**src/common/ice51_pkg.sv**
```systemverilog
package ice51_pkg;

   ////////////////////////////////////////
   // widths

   typedef logic [7:0]  byte_t;       // data byte
   typedef logic [8:0]  code_addr_t;  // 512 byte code space
   typedef logic [15:0] dptr_t;
   typedef logic [2:0]  reg_idx_t;    // r0..r7

   ////////////////////////////////////////
   // state machines and decoded ops

   typedef enum logic [2:0] {
      ST_FETCH, ST_DECODE0, ST_DECODE1, ST_DECODE2, ST_EXECUTE
   } cpu_state_e;

   typedef enum logic [4:0] {
      ALU_NONE, ALU_MOV_IMM, ALU_ADD_IMM, ALU_ADD_REG, ALU_SUBB_IMM, ALU_SUBB_REG,
      ALU_XRL_IMM, ALU_INC_REG, ALU_MOV_REG_IMM, ALU_MOV_REG_ACC, ALU_MOV_ACC_REG,
      ALU_CLR_ACC, ALU_DEC_ACC, ALU_CLR_C, ALU_MOV_DPTR, ALU_MOVX_WR, ALU_MOVX_RD
   } alu_op_e;

   typedef enum logic [2:0] {
      BR_NONE, BR_SJMP, BR_JZ, BR_JNZ, BR_JC, BR_JNC, BR_LJMP
   } branch_e;

   typedef enum logic [1:0] {
      UART_IDLE, UART_START, UART_DATA, UART_STOP
   } uart_state_e;

   ////////////////////////////////////////
   // opcodes, register forms keep rn in [2:0]

   localparam byte_t OP_LJMP        = 8'h02;  // ljmp addr16
   localparam byte_t OP_INCR_BASE   = 8'h08;  // inc rn
   localparam byte_t OP_DECA        = 8'h14;
   localparam byte_t OP_ADDAI       = 8'h24;
   localparam byte_t OP_ADDAR_BASE  = 8'h28;
   localparam byte_t OP_JC          = 8'h40;
   localparam byte_t OP_JNC         = 8'h50;
   localparam byte_t OP_JZ          = 8'h60;
   localparam byte_t OP_XRLAI       = 8'h64;
   localparam byte_t OP_JNZ         = 8'h70;
   localparam byte_t OP_MOVAI       = 8'h74;
   localparam byte_t OP_MOVRI_BASE  = 8'h78;  // mov rn,#imm
   localparam byte_t OP_SJMP        = 8'h80;
   localparam byte_t OP_MOVDPTR     = 8'h90;  // high byte first
   localparam byte_t OP_SUBBAI      = 8'h94;
   localparam byte_t OP_SUBBAR_BASE = 8'h98;
   localparam byte_t OP_CLRC        = 8'hC3;
   localparam byte_t OP_MOVXAD      = 8'hE0;  // movx a,@dptr
   localparam byte_t OP_CLRA        = 8'hE4;
   localparam byte_t OP_MOVAR_BASE  = 8'hE8;
   localparam byte_t OP_MOVXDA      = 8'hF0;  // movx @dptr,a
   localparam byte_t OP_MOVRA_BASE  = 8'hF8;

   // io ports seen through dptr
   localparam dptr_t UART_STAT_ADDR = 16'h0200;
   localparam dptr_t UART_TX_ADDR   = 16'h0201;

endpackage
```
**src/ice51.sv**
```systemverilog
`timescale 1ns/1ns

module ice51
   import ice51_pkg::*;
#(
   parameter int CLKS_PER_BIT = 104,
   parameter int RESET_PC     = 0
) (
   input  logic       i_clk,
   input  logic       i_nrst,
   output code_addr_t o_code_addr,
   input  byte_t      i_code_data,
   output logic       o_uart_tx
);
   logic       pc_inc;
   logic       exec;
   alu_op_e    alu_op;
   branch_e    branch;
   reg_idx_t   reg_idx;
   byte_t      op1;
   byte_t      op2;
   logic       acc_zero;
   logic       carry;
   logic       tx_wr;
   byte_t      tx_data;
   logic       tx_busy;
   code_addr_t pc;

   assign o_code_addr = pc;  // rom is read straight from the pc

   ice51_decode u_decode (
      .i_clk(i_clk), .i_nrst(i_nrst), .i_code_data(i_code_data),
      .o_pc_inc(pc_inc), .o_exec(exec), .o_alu_op(alu_op), .o_branch(branch),
      .o_reg_idx(reg_idx), .o_op1(op1), .o_op2(op2)
   );

   ice51_execute u_execute (
      .i_clk(i_clk), .i_nrst(i_nrst), .i_exec(exec), .i_alu_op(alu_op),
      .i_reg_idx(reg_idx), .i_op1(op1), .i_op2(op2), .i_tx_busy(tx_busy),
      .o_acc_zero(acc_zero), .o_carry(carry), .o_tx_wr(tx_wr), .o_tx_data(tx_data)
   );

   ice51_branch #(.RESET_PC(RESET_PC)) u_branch (
      .i_clk(i_clk), .i_nrst(i_nrst), .i_pc_inc(pc_inc), .i_exec(exec),
      .i_branch(branch), .i_op1(op1), .i_op2(op2), .i_acc_zero(acc_zero),
      .i_carry(carry), .o_pc(pc)
   );

   ice51_uart_tx #(.CLKS_PER_BIT(CLKS_PER_BIT)) u_uart_tx (
      .i_clk(i_clk), .i_nrst(i_nrst), .i_wr(tx_wr), .i_data(tx_data),
      .o_busy(tx_busy), .o_tx(o_uart_tx)
   );

endmodule

```
**src/uart/ice51_uart_tx.sv**
```systemverilog
`timescale 1ns/1ns

module ice51_uart_tx
   import ice51_pkg::*;
#(
   parameter int CLKS_PER_BIT = 104
) (
   input  logic  i_clk,
   input  logic  i_nrst,
   input  logic  i_wr,
   input  byte_t i_data,
   output logic  o_busy,
   output logic  o_tx
);
   localparam int CNT_W = $clog2(CLKS_PER_BIT + 1);
   localparam logic [CNT_W-1:0] CNT_LAST = CNT_W'(CLKS_PER_BIT - 1);

   uart_state_e      state, state_nxt;
   logic [CNT_W-1:0] clk_cnt;
   logic [2:0]       bit_cnt;  // data bit index
   byte_t            shift;
   logic             bit_end;

   assign bit_end = (clk_cnt == CNT_LAST);

   ////////////////////////////////////////
   // frame sequencing

   always_comb begin
      state_nxt = state;
      case (state)
         UART_IDLE:  if (i_wr) state_nxt = UART_START;  // writes while busy are lost
         UART_START: if (bit_end) state_nxt = UART_DATA;
         UART_DATA:  if (bit_end && bit_cnt == 3'd7) state_nxt = UART_STOP;
         UART_STOP:  if (bit_end) state_nxt = UART_IDLE;
         default:    state_nxt = UART_IDLE;
      endcase
   end

   always_ff @(posedge i_clk or negedge i_nrst) begin
      if (!i_nrst) begin
         state   <= UART_IDLE;
         clk_cnt <= '0;
         bit_cnt <= 3'd0;
      end else begin
         state <= state_nxt;
         // bit period restarts with every bit
         if (state == UART_IDLE || bit_end) clk_cnt <= '0;
         else                                clk_cnt <= clk_cnt + 1'b1;
         if (state == UART_DATA && bit_end) bit_cnt <= bit_cnt + 3'd1;
         else if (state == UART_IDLE)       bit_cnt <= 3'd0;
      end
   end

   // lsb first
   always_ff @(posedge i_clk) begin
      if (state == UART_IDLE && i_wr)       shift <= i_data;
      else if (state == UART_DATA && bit_end) shift <= {1'b1, shift[7:1]};
   end

   ////////////////////////////////////////
   // line and status

   always_comb begin
      case (state)
         UART_START: o_tx = 1'b0;
         UART_DATA:  o_tx = shift[0];
         default:    o_tx = 1'b1;  // idle and stop
      endcase
   end

   assign o_busy = (state != UART_IDLE);

endmodule

```
**src/core/ice51_branch.sv**
```systemverilog
`timescale 1ns/1ns

module ice51_branch
   import ice51_pkg::*;
#(
   parameter int RESET_PC = 0
) (
   input  logic       i_clk,
   input  logic       i_nrst,
   input  logic       i_pc_inc,
   input  logic       i_exec,
   input  branch_e    i_branch,
   input  byte_t      i_op1,
   input  byte_t      i_op2,
   input  logic       i_acc_zero,
   input  logic       i_carry,
   output code_addr_t o_pc
);
   code_addr_t pc, pc_nxt;
   code_addr_t rel_target;
   code_addr_t abs_target;
   dptr_t      abs_full;
   logic       cond;
   logic       taken;

   ////////////////////////////////////////
   // targets

   // pc already points past the instruction in EXECUTE
   assign rel_target = pc + {i_op1[7], i_op1};
   assign abs_full   = {i_op1, i_op2};
   assign abs_target = abs_full[8:0];  // upper bits outside code space

   always_comb begin
      case (i_branch)
         BR_SJMP, BR_LJMP: cond = 1'b1;
         BR_JZ:            cond = i_acc_zero;
         BR_JNZ:           cond = ~i_acc_zero;
         BR_JC:            cond = i_carry;
         BR_JNC:           cond = ~i_carry;
         default:          cond = 1'b0;
      endcase
   end

   assign taken = i_exec & cond;

   always_comb begin
      pc_nxt = pc;
      if (taken)         pc_nxt = (i_branch == BR_LJMP) ? abs_target : rel_target;
      else if (i_pc_inc) pc_nxt = pc + 9'd1;
   end

   always_ff @(posedge i_clk or negedge i_nrst) begin
      if (!i_nrst) pc <= code_addr_t'(RESET_PC);
      else         pc <= pc_nxt;
   end

   assign o_pc = pc;

endmodule

```
**src/core/ice51_execute.sv**
```systemverilog
`timescale 1ns/1ns

module ice51_execute
   import ice51_pkg::*;
(
   input  logic     i_clk,
   input  logic     i_nrst,
   input  logic     i_exec,
   input  alu_op_e  i_alu_op,
   input  reg_idx_t i_reg_idx,
   input  byte_t    i_op1,
   input  byte_t    i_op2,
   input  logic     i_tx_busy,
   output logic     o_acc_zero,
   output logic     o_carry,
   output logic     o_tx_wr,
   output byte_t    o_tx_data
);
   byte_t      acc, acc_nxt;
   byte_t      regs [8];
   byte_t      reg_rd;
   byte_t      reg_nxt;
   logic       reg_wr;
   logic       carry, carry_nxt;
   dptr_t      dptr, dptr_nxt;
   byte_t      sub_opnd;
   logic [8:0] sub_full;  // bit 8 is the borrow out
   logic       sel_tx;
   logic       sel_stat;

   assign reg_rd = regs[i_reg_idx];

   ////////////////////////////////////////
   // io decode

   assign sel_tx   = (dptr == UART_TX_ADDR);
   assign sel_stat = (dptr == UART_STAT_ADDR);

   assign o_tx_wr   = i_exec & (i_alu_op == ALU_MOVX_WR) & sel_tx;
   assign o_tx_data = acc;

   ////////////////////////////////////////
   // alu

   // borrow in comes from carry
   assign sub_opnd = (i_alu_op == ALU_SUBB_REG) ? reg_rd : i_op1;
   assign sub_full = {1'b0, acc} - {1'b0, sub_opnd} - {8'd0, carry};

   always_comb begin
      acc_nxt   = acc;
      carry_nxt = carry;
      dptr_nxt  = dptr;
      reg_nxt   = reg_rd;
      reg_wr    = 1'b0;
      case (i_alu_op)
         ALU_MOV_IMM:  acc_nxt = i_op1;
         ALU_ADD_IMM:  acc_nxt = acc + i_op1;  // carry untouched
         ALU_ADD_REG:  acc_nxt = acc + reg_rd;
         ALU_SUBB_IMM,
         ALU_SUBB_REG: begin
            acc_nxt   = sub_full[7:0];
            carry_nxt = sub_full[8];
         end
         ALU_XRL_IMM:  acc_nxt = acc ^ i_op1;
         ALU_INC_REG: begin
            reg_nxt = reg_rd + 8'd1;
            reg_wr  = 1'b1;
         end
         ALU_MOV_REG_IMM: begin
            reg_nxt = i_op1;
            reg_wr  = 1'b1;
         end
         ALU_MOV_REG_ACC: begin
            reg_nxt = acc;
            reg_wr  = 1'b1;
         end
         ALU_MOV_ACC_REG: acc_nxt = reg_rd;
         ALU_CLR_ACC:  acc_nxt = 8'h00;
         ALU_DEC_ACC:  acc_nxt = acc - 8'd1;
         ALU_CLR_C:    carry_nxt = 1'b0;
         ALU_MOV_DPTR: dptr_nxt = {i_op1, i_op2};  // op1 is dph
         ALU_MOVX_RD: begin
            if (sel_stat) acc_nxt = {7'd0, i_tx_busy};
         end
         default: ;  // nop, movx write handled by io decode
      endcase
   end

   ////////////////////////////////////////
   // architectural state

   always_ff @(posedge i_clk or negedge i_nrst) begin
      if (!i_nrst) begin
         acc   <= 8'h00;
         carry <= 1'b0;
         dptr  <= 16'h0000;
      end else if (i_exec) begin
         acc   <= acc_nxt;
         carry <= carry_nxt;
         dptr  <= dptr_nxt;
      end
   end

   always_ff @(posedge i_clk or negedge i_nrst) begin
      if (!i_nrst) begin
         for (int i = 0; i < 8; i++) regs[i] <= 8'h00;
      end else if (i_exec && reg_wr) begin
         regs[i_reg_idx] <= reg_nxt;
      end
   end

   assign o_acc_zero = (acc == 8'h00);
   assign o_carry    = carry;

endmodule

```
**src/core/ice51_decode.sv**
```systemverilog
`timescale 1ns/1ns

module ice51_decode
   import ice51_pkg::*;
(
   input  logic     i_clk,
   input  logic     i_nrst,
   input  byte_t    i_code_data,
   output logic     o_pc_inc,
   output logic     o_exec,
   output alu_op_e  o_alu_op,
   output branch_e  o_branch,
   output reg_idx_t o_reg_idx,
   output byte_t    o_op1,
   output byte_t    o_op2
);
   cpu_state_e state, state_nxt;
   byte_t      opcode;
   byte_t      op1_q;
   byte_t      op2_q;
   logic [1:0] ins_len;  // bytes incl. opcode

   ////////////////////////////////////////
   // sequencer

   always_comb begin
      case (state)
         ST_FETCH:   state_nxt = ST_DECODE0;
         ST_DECODE0: state_nxt = (ins_len > 2'd1) ? ST_DECODE1 : ST_EXECUTE;
         ST_DECODE1: state_nxt = (ins_len == 2'd3) ? ST_DECODE2 : ST_EXECUTE;
         ST_DECODE2: state_nxt = ST_EXECUTE;
         default:    state_nxt = ST_FETCH;
      endcase
   end

   always_ff @(posedge i_clk or negedge i_nrst) begin
      if (!i_nrst) state <= ST_FETCH;
      else         state <= state_nxt;
   end

   // one pulse per consumed code byte
   assign o_pc_inc = (state == ST_FETCH) | (state == ST_DECODE1) | (state == ST_DECODE2);
   assign o_exec   = (state == ST_EXECUTE);

   ////////////////////////////////////////
   // opcode and operand latches

   always_ff @(posedge i_clk or negedge i_nrst) begin
      if (!i_nrst)                opcode <= 8'h00;
      else if (state == ST_FETCH) opcode <= i_code_data;  // valid from DECODE0 on
   end

   always_ff @(posedge i_clk) begin
      if (state == ST_DECODE1) op1_q <= i_code_data;
      if (state == ST_DECODE2) op2_q <= i_code_data;
   end

   assign o_op1     = op1_q;
   assign o_op2     = op2_q;
   assign o_reg_idx = opcode[2:0];

   ////////////////////////////////////////
   // classification

   always_comb begin
      o_alu_op = ALU_NONE;
      o_branch = BR_NONE;
      ins_len  = 2'd1;  // unknown opcodes fall through as 1 byte
      case (opcode)
         OP_MOVAI:    begin o_alu_op = ALU_MOV_IMM;  ins_len = 2'd2; end
         OP_ADDAI:    begin o_alu_op = ALU_ADD_IMM;  ins_len = 2'd2; end
         OP_SUBBAI:   begin o_alu_op = ALU_SUBB_IMM; ins_len = 2'd2; end
         OP_XRLAI:    begin o_alu_op = ALU_XRL_IMM;  ins_len = 2'd2; end
         OP_DECA:     o_alu_op = ALU_DEC_ACC;
         OP_CLRA:     o_alu_op = ALU_CLR_ACC;
         OP_CLRC:     o_alu_op = ALU_CLR_C;
         OP_MOVXAD:   o_alu_op = ALU_MOVX_RD;
         OP_MOVXDA:   o_alu_op = ALU_MOVX_WR;
         OP_MOVDPTR:  begin o_alu_op = ALU_MOV_DPTR; ins_len = 2'd3; end
         OP_SJMP:     begin o_branch = BR_SJMP; ins_len = 2'd2; end
         OP_JZ:       begin o_branch = BR_JZ;   ins_len = 2'd2; end
         OP_JNZ:      begin o_branch = BR_JNZ;  ins_len = 2'd2; end
         OP_JC:       begin o_branch = BR_JC;   ins_len = 2'd2; end
         OP_JNC:      begin o_branch = BR_JNC;  ins_len = 2'd2; end
         OP_LJMP:     begin o_branch = BR_LJMP; ins_len = 2'd3; end
         default: begin
            // rn forms, match on top 5 bits
            case (opcode[7:3])
               OP_INCR_BASE[7:3]:   o_alu_op = ALU_INC_REG;
               OP_ADDAR_BASE[7:3]:  o_alu_op = ALU_ADD_REG;
               OP_SUBBAR_BASE[7:3]: o_alu_op = ALU_SUBB_REG;
               OP_MOVAR_BASE[7:3]:  o_alu_op = ALU_MOV_ACC_REG;
               OP_MOVRA_BASE[7:3]:  o_alu_op = ALU_MOV_REG_ACC;
               OP_MOVRI_BASE[7:3]: begin
                  o_alu_op = ALU_MOV_REG_IMM;
                  ins_len  = 2'd2;
               end
               default: o_alu_op = ALU_NONE;
            endcase
         end
      endcase
   end

endmodule

```
**config.mk**
```make
export PLATFORM = sky130hd
export DESIGN_NAME = ice51
export DESIGN_NICKNAME = d
export VERILOG_FILES = /design/src/common/ice51_pkg.sv /design/src/ice51.sv /design/src/uart/ice51_uart_tx.sv /design/src/core/ice51_branch.sv /design/src/core/ice51_execute.sv /design/src/core/ice51_decode.sv
export SDC_FILE = /design/constraint.sdc
export NUM_CORES = 1
export LEC_CHECK = 0
export ABC_CLOCK_PERIOD_IN_PS = 3500
export BUFFER_PORTS_ARGS = -buffer_cell sky130_fd_sc_hd__buf_4
export CAP_MARGIN = 20
export CORE_ASPECT_RATIO = 1.4
export CORE_MARGIN = 2
export CORE_UTILIZATION = 51
export DETAILED_ROUTE_END_ITERATION = 10
export PLACE_DENSITY = 0.68
export SLEW_MARGIN = 20
export SYNTH_ARGS = -nofsm -noshare
export SYNTH_HDL_FRONTEND = slang
export SYNTH_SLANG_ARGS = --single-unit
```
**constraint.sdc**
```tcl
create_clock -name i_clk -period 3.5 [get_ports i_clk]
set_input_delay 0.35 -clock i_clk [delete_from_list [all_inputs] [get_ports i_clk]]
set_output_delay 0.35 -clock i_clk [all_outputs]
set_load 0.05 [all_outputs]
```
==> flow_metrics.py, run 1 <==
metrics = {
    "flow_run": {
        "cap_viol_max_count": 0,
    },
    "critical_path": {
        "critical_path.top_delay_family": "compound AO/OA/AOI/OAI gates",
        "cp-end-kind": "register",
        "worst-path-buf-inv": 3,
        "path_class": "reg -> reg",
        "required_ns": 3.82,
        "cp_cell_sequence": "buf_6 > buf_8 > mux2_2 > a221oi_2 > o22a_2 > buf_4 > nand4_1 > nor2_1 > xor2_1 > a22oi_1 > ha_2 > o41ai_2 > xnor2_1 > nand3b_1 > mux2i_1 > a211o_1",
        "slowest_delay_ns": 0.43,
        "cp_max_fo": 7,
        "slowest_stage": "dfrtp_1",
        "start_kind": "register",
        "cp_data_arrival_time_ns": 3.87,
    },
    "drt": {
        "first_pass_iters": 7,
        "drt-initial-drc-count": 518,
        "drt_wl_total_um": 24500,
        "vias": 7617,
        "ant_nets": 0,
        "remaining_drc_errors": 0,
        "viasPerCell": 5.87,
        "post_drt_wl_per_cell_um": 18.9,
    },
    "sta": {
        "skew_ns": 0.0151,
        "fmax_mhz": 282,
        "period_needed_ns": 3.55,
        "rsz0062_at_grt": "true",
        "finalSetupViolCount": 2,
        "holdWs_ns": 0.122,
        "max_slew_margin_pct": 54.6,
        "setup_ws_ns": -0.0501,
        "fin_crit_sh_pct": 101,
        "drv_slew": 0,
        "tns_ns": -0.0663,
        "worst_slew_pin_slew_ns": 0.679,
        "hold_viol": 0,
    },
    "layout": {
        "seqCellArea_sq_um": 3750,
        "final_util_pct": 62.8,
        "syn2layout_area_growth_pct": 21.0,
        "layout.nets": 1103,
        "layout-drive-gt1-share_pct": 24.7,
        "fillers": 1476,
        "final_cell_area_sq_um": 10800,
        "final_cells": 1297,
        "antenna_cells": 0,
        "multi_input_area_sq_um": 5030,
    },
    "synthesis": {
        "synth.largest_area_cell": "dfrtp_1",
        "yosysTopAreaCellShare_pct": 33.8,
        "synth_area_leaders": "dfrtp_1 (34%), edfxtp_1 (8.0%), ha_1 (5.6%), mux2_2 (5.4%), a21oi_1 (4.7%)",
        "yosysMostFrequentCell": "dfrtp_1",
        "async_flop_share_pct": 83.4,
        "synth-main-ff-cell": "dfrtp_1",
        "ys_ff_latch": 145,
        "synth_area_sq_um": 8960,
        "synthTopCellsByCount": "dfrtp_1 (121), nor2_1 (110), a21oi_1 (85)",
        "synth.distinct_cells": 71,
        "synthCells": 960,
        "ys.warnings.count": 0,
        "ys_seq_area_share_pct": 41.9,
        "synth-edff-count": 24,
        "syn_area_per_cell_sq_um": 9.33,
        "syn_nets": 1014,
    },
    "power": {
        "netSwitchingFraction_pct": 42.0,
        "p_int_mw": 5.66,
        "leakage_nw": 4.82,
        "powerDensity_nw_per_um2": 900,
        "power_mw": 9.75,
        "ir_drop_mv": 0.416,
        "switching_power_mw": 4.10,
        "pwr-share-comb_pct": 55.1,
        "seqPwrFrac_pct": 25.5,
        "clkPwrFrac_pct": 19.4,
    },
    "clock_tree": {
        "root_buffer": "clkbuf_16",
        "clkTransAtPathRegs_ns": 0.06,
        "cts_tree": "done",
        "clk-insertion-delay-late_ns": 0.43,
        "clock-sinks": 145,
        "cts_buffers": 17,
        "clockBufferDepth": 2,
        "htreeDepth": 4,
    },
    "status": {
        "failed_checks": "negative setup slack",
        "status": "finished with violations",
    },
    "global_route": {
        "grt.overflow.total": 0,
        "grt_pass1_wl_um": 38900,
        "grt_start_max_net_pins": 57,
        "grt_pass1_vias": 7431,
        "antenna_found_initial": 0,
        "track_usage_pct": 27.2,
    },
    "floorplanning": {
        "floorplan.die_area_sq_um": 18700,
        "die_x_um": 116,
        "coreArea_sq_um": 17300,
        "initial_core_util_pct": 51.9,
        "rows": 57,
        "die_y_um": 161,
        "design.portCount": 20,
    },
    "placed_design": {
        "io_buffers": 19,
        "dp_cells": 1249,
        "place_hpwl_um": 18000,
        "place_ws_ns": -0.268,
        "postPlaceCellArea_sq_um": 9860,
        "gp_congestion": 0.955,
    },
    "hold_path": {
        "holdCritPathClass": "in -> reg",
    },
}
-- cell type report --
class	instances	share of cell area, %
clock buffers	19	4.19
well taps	236	2.72
clock inverters	12	1.43
repair buffers	126	9.20
flip-flops and latches	145	34.6
inverters	42	1.45
multi-input cells	717	46.4
-- cells in the final DEF, fill, tap and decap left out, types with 6 or more instances in the layout --
cell / count
nor3_1: 14
a21oi_2: 6
o211ai_1: 9
o22ai_1: 6
mux2_2: 42
xor2_1: 20
a22oi_1: 13
nand2b_1: 11
dfrtp_1: 120
buf_4: 119
nand4_1: 11
and2_1: 10
a22o_1: 6
nor2b_1: 17
edfxtp_1: 24
nand2_1: 66
o21ai_0: 49
a21o_1: 9
a221oi_1: 14
inv_1: 38
clkbuf_16: 19
nor2_1: 107
nand3b_1: 6
a31oi_1: 9
a21oi_1: 80
xnor2_1: 30
ha_1: 35
nand3_1: 22
mux2i_1: 9
-- metal layers --
metal  GRT usage [%]  vias up  part of all wire (%)
li1                -     3626                     -
met1            31.9     3699                    39
met5               0        -                     0
met3            4.23       80                   3.8
met2            46.3      212                    52
met4            16.3        0                   5.0
-- what timing repair did --
item                                   CTS  global route
endpoints found under the hold margin   41             0
hold buffers                             1             0
gates cloned                             1             1
pin swaps                               10            30
setup endpoints to repair                5            14
setup buffers                            6             8
gates resized for setup                 23            37
-- sequential cells by signal, summed over array words and instances (netlist names) --
signal / count
u_execute.regs: 64
u_execute.dptr: 16
u_branch.o_pc: 9
u_decode.o_op1: 8
u_decode.o_op2: 8
u_decode.opcode: 8
u_execute.o_tx_data: 8
u_uart_tx.shift: 8
u_uart_tx.clk_cnt: 7
u_decode.state: 3
u_uart_tx.bit_cnt: 3
u_uart_tx.state: 2
u_execute.o_carry: 1
-- power by group through the flow --
stage	logic, mW	registers (mW)	clock network (mW)
after floorplan	3.13	2.51	0
after global placement	4.69	2.49	0
after detailed placement	4.74	2.50	0
after CTS	4.96	2.47	1.91
after global routing	5.85	2.53	2.00
final	5.37	2.49	1.89
-- worst register-to-register path: cells and delay by family (launching register included) --
kind	cells	cell delay, ns
AO/OA/AOI/OAI	5	1.19
buffers and inverters	3	0.44
flip-flops	1	0.43
multiplexers	2	0.42
AND/OR/NAND/NOR	3	0.40
XOR/XNOR	2	0.35
adder cells (fa/ha/maj)	1	0.22
-- kinds of logic (layout without fill, tap and decap cells) --
family	count (synthesis)	count (layout)	share of synthesized area (%)
compound gates	250	250	17.8
xor+xnor	52	52	5.09
buf+inv	98	199	4.40
mux	56	56	7.21
simple gates	315	315	17.2
fa+ha+maj	44	44	6.48
flops	145	145	41.9
-- final timing paths --
check | start | endpoint | slack, ns | cells after the start
max in group asynchronous | i_nrst | u_execute.o_tx_data[7] | 2.15 | 4
worst max register to register | u_decode.opcode[1] | u_execute.o_tx_data[7] | -0.05 | 16
worst max-delay path | u_decode.opcode[1] | u_execute.o_tx_data[7] | -0.05 | 16
worst min-delay path | i_code_data[5] | u_decode.o_op2[5] | 0.12 | 1
worst min register to register | u_uart_tx.clk_cnt[0] | u_uart_tx.clk_cnt[0] | 0.45 | 1
min in group asynchronous | i_nrst | u_decode.opcode[6] | 0.47 | 2
Power figures use the tool's default switching activity.
==> inputs of run 2 (changes only) <==
--- a/config.mk
+++ b/config.mk
@@ -13,6 +13,7 @@
 export CORE_UTILIZATION = 51
 export DETAILED_ROUTE_END_ITERATION = 10
 export PLACE_DENSITY = 0.68
+export RECOVER_POWER = 50
 export SLEW_MARGIN = 20
 export SYNTH_ARGS = -nofsm -noshare
 export SYNTH_HDL_FRONTEND = slang
==> flow_metrics.py, run 2 (synthesis gave the netlist of run 1 again) <==
metrics = {
    "sta": {
        "worst_slew_pin_slew_ns": 2.48,
        "drv_slew": 43,
        "rsz0062_at_grt": "true",
        "holdWs_ns": 0.180,
        "fin_crit_sh_pct": 101,
        "max_slew_margin_pct": -65.3,
        "fmax_mhz": 282,
        "skew_ns": 0.0166,
        "finalSetupViolCount": 3,
        "tns_ns": -0.0835,
        "setup_ws_ns": -0.0519,
        "hold_viol": 0,
        "period_needed_ns": 3.55,
    },
    "clock_tree": {
        "clock-sinks": 145,
        "clk-insertion-delay-late_ns": 0.43,
        "htreeDepth": 4,
        "cts_buffers": 17,
        "clkTransAtPathRegs_ns": 0.06,
        "root_buffer": "clkbuf_16",
        "cts_tree": "done",
        "clockBufferDepth": 2,
    },
    "hold_path": {
        "worstHoldPathCells": 1,
        "min_delay_worst_endpoint": "u_decode.o_op2[5]",
        "min_from": "i_code_data[5]",
        "holdCritPathClass": "in -> reg",
    },
    "power": {
        "ir_drop_mv": 0.416,
        "powerDensity_nw_per_um2": 900,
        "leakage_nw": 4.75,
    },
    "drt": {
        "remaining_drc_errors": 0,
        "post_drt_wl_per_cell_um": 18.8,
        "drt-initial-drc-count": 553,
        "drt_wl_total_um": 24400,
        "viasPerCell": 5.84,
        "vias": 7572,
        "first_pass_iters": 8,
        "ant_nets": 0,
    },
    "placed_design": {
        "gp_congestion": 0.955,
        "place_ws_ns": -0.268,
        "dp_cells": 1249,
        "io_buffers": 19,
        "place_hpwl_um": 18000,
    },
    "global_route": {
        "track_usage_pct": 27.2,
        "grtUsageMet2_pct": 46.3,
        "antenna_found_initial": 0,
        "grtUsageMet3_pct": 4.23,
        "grt.overflow.total": 0,
        "grt_pass1_wl_um": 38900,
        "busiest_layer": "met2",
        "grt_pass1_vias": 7431,
        "grt_start_max_net_pins": 57,
        "gr-usage-met1_pct": 31.9,
    },
    "status": {
        "failed_checks": "max-capacitance violations, max-slew violations, negative setup slack",
        "status": "finished with violations",
    },
    "critical_path": {
        "path_class": "reg -> reg",
        "slowest_delay_ns": 0.43,
        "cp-end-kind": "register",
        "required_ns": 3.81,
        "start_kind": "register",
        "r2r_slack_ns": -0.05,
        "r2r_cells": 16,
        "r2r-start": "u_decode.opcode[1]",
        "slowest_stage": "dfrtp_1",
        "cp_max_fo": 7,
        "cp_cell_sequence": "buf_6 > buf_8 > mux2_2 > a221oi_2 > o22a_2 > buf_4 > nand4_1 > nor2_1 > xor2_1 > a22oi_1 > ha_2 > o41ai_2 > xnor2_1 > nand3b_1 > mux2i_1 > a211o_1",
        "cp_data_arrival_time_ns": 3.87,
        "r2r_end": "u_execute.o_tx_data[7]",
    },
    "flow_run": {
        "cap_viol_max_count": 1,
    },
    "layout": {
        "top_register": "u_execute.regs",
        "final_cells": 1297,
        "syn2layout_area_growth_pct": 20.2,
        "fillers": 1497,
        "antenna_cells": 0,
        "final_common_cell": "dfrtp_1",
        "largest_reg_flops": 64,
        "final_util_pct": 62.4,
        "layout-drive-gt1-share_pct": 22.9,
        "layout.nets": 1103,
        "final_cell_mix": "dfrtp_1 (120), nor2_1 (107), buf_4 (101)",
    },
    "floorplanning": {
        "design.portCount": 20,
        "coreArea_sq_um": 17300,
        "die_x_um": 116,
        "rows": 57,
        "floorplan.die_area_sq_um": 18700,
        "die_y_um": 161,
        "initial_core_util_pct": 51.9,
    },
}
## run 2: metal layers
layer	up-vias	wire (um)	part of all wire, %
li1	3627	-	-
met1	3672	9760	40
met2	193	12600	52
met3	80	808	3.3
met4	0	1210	5.0
met5	-	0	0
## run 2: worst max-delay path, delay by kind of cell, from the launching register on
family                     cells  cell delay (ns)
AOI/OAI and AO/OA              5             1.19
muxes                          2             0.42
xor gates and xnor gates       2             0.35
DFF                            1             0.43
adders and majority gates      1             0.22
buffers and inverters          3             0.44
and+or+nand+nor                3             0.40
## run 2: repair_timing
item | in CTS | in global routing
setup buffers | 6 | 8
gates cloned | 1 | 1
hold buffers | 1 | 0
pin swaps | 10 | 30
setup endpoints to repair | 5 | 14
gates resized for setup | 23 | 37
endpoints found under the hold margin | 41 | 0
## run 2: power breakdown
part / total (mW) / switching (mW) / internal [mW]
sequential: 2.48 / 0.403 / 2.08
clock: 1.89 / 0.726 / 1.16
combinational: 5.32 / 2.95 / 2.37
total: 9.69 / 4.08 / 5.61
## run 2: area by class of cell
| cell class | instances | area (sq um) | area share, % |
|---|---|---|---|
| clock buffer | 19 | 454 | 4.22 |
| clock inverter | 12 | 155 | 1.44 |
| inverter | 42 | 158 | 1.46 |
| multi-input combinational | 717 | 5020 | 46.7 |
| sequential | 145 | 3750 | 34.8 |
| tap | 236 | 295 | 2.74 |
| timing repair buffer | 126 | 931 | 8.65 |
## run 2: worst max-delay path by stage
stage	startpoint	endpoint	slack [ns]	cells after the start
2_1_floorplan	u_decode.opcode[1]	u_execute.o_tx_data[7]	0.03	17
3_3_place_gp	u_decode.opcode[1]	u_execute.o_tx_data[7]	-0.20	17
3_5_place_dp	u_decode.opcode[1]	u_execute.o_tx_data[7]	-0.27	17
4_1_cts	u_decode.opcode[1]	u_execute.o_tx_data[7]	-0.09	17
5_1_grt	u_decode.opcode[1]	u_execute.o_tx_data[7]	-0.26	17
6_report	u_decode.opcode[1]	u_execute.o_tx_data[7]	-0.05	16
## run 2: through the flow
stage / area [sq um] / total power, mW
floorplan: 8970 / 5.64
global placement: 9860 / 7.18
detailed placement: 9860 / 7.24
CTS: 10600 / 9.35
global route: 10800 / 10.3
finish: 10800 / 9.69
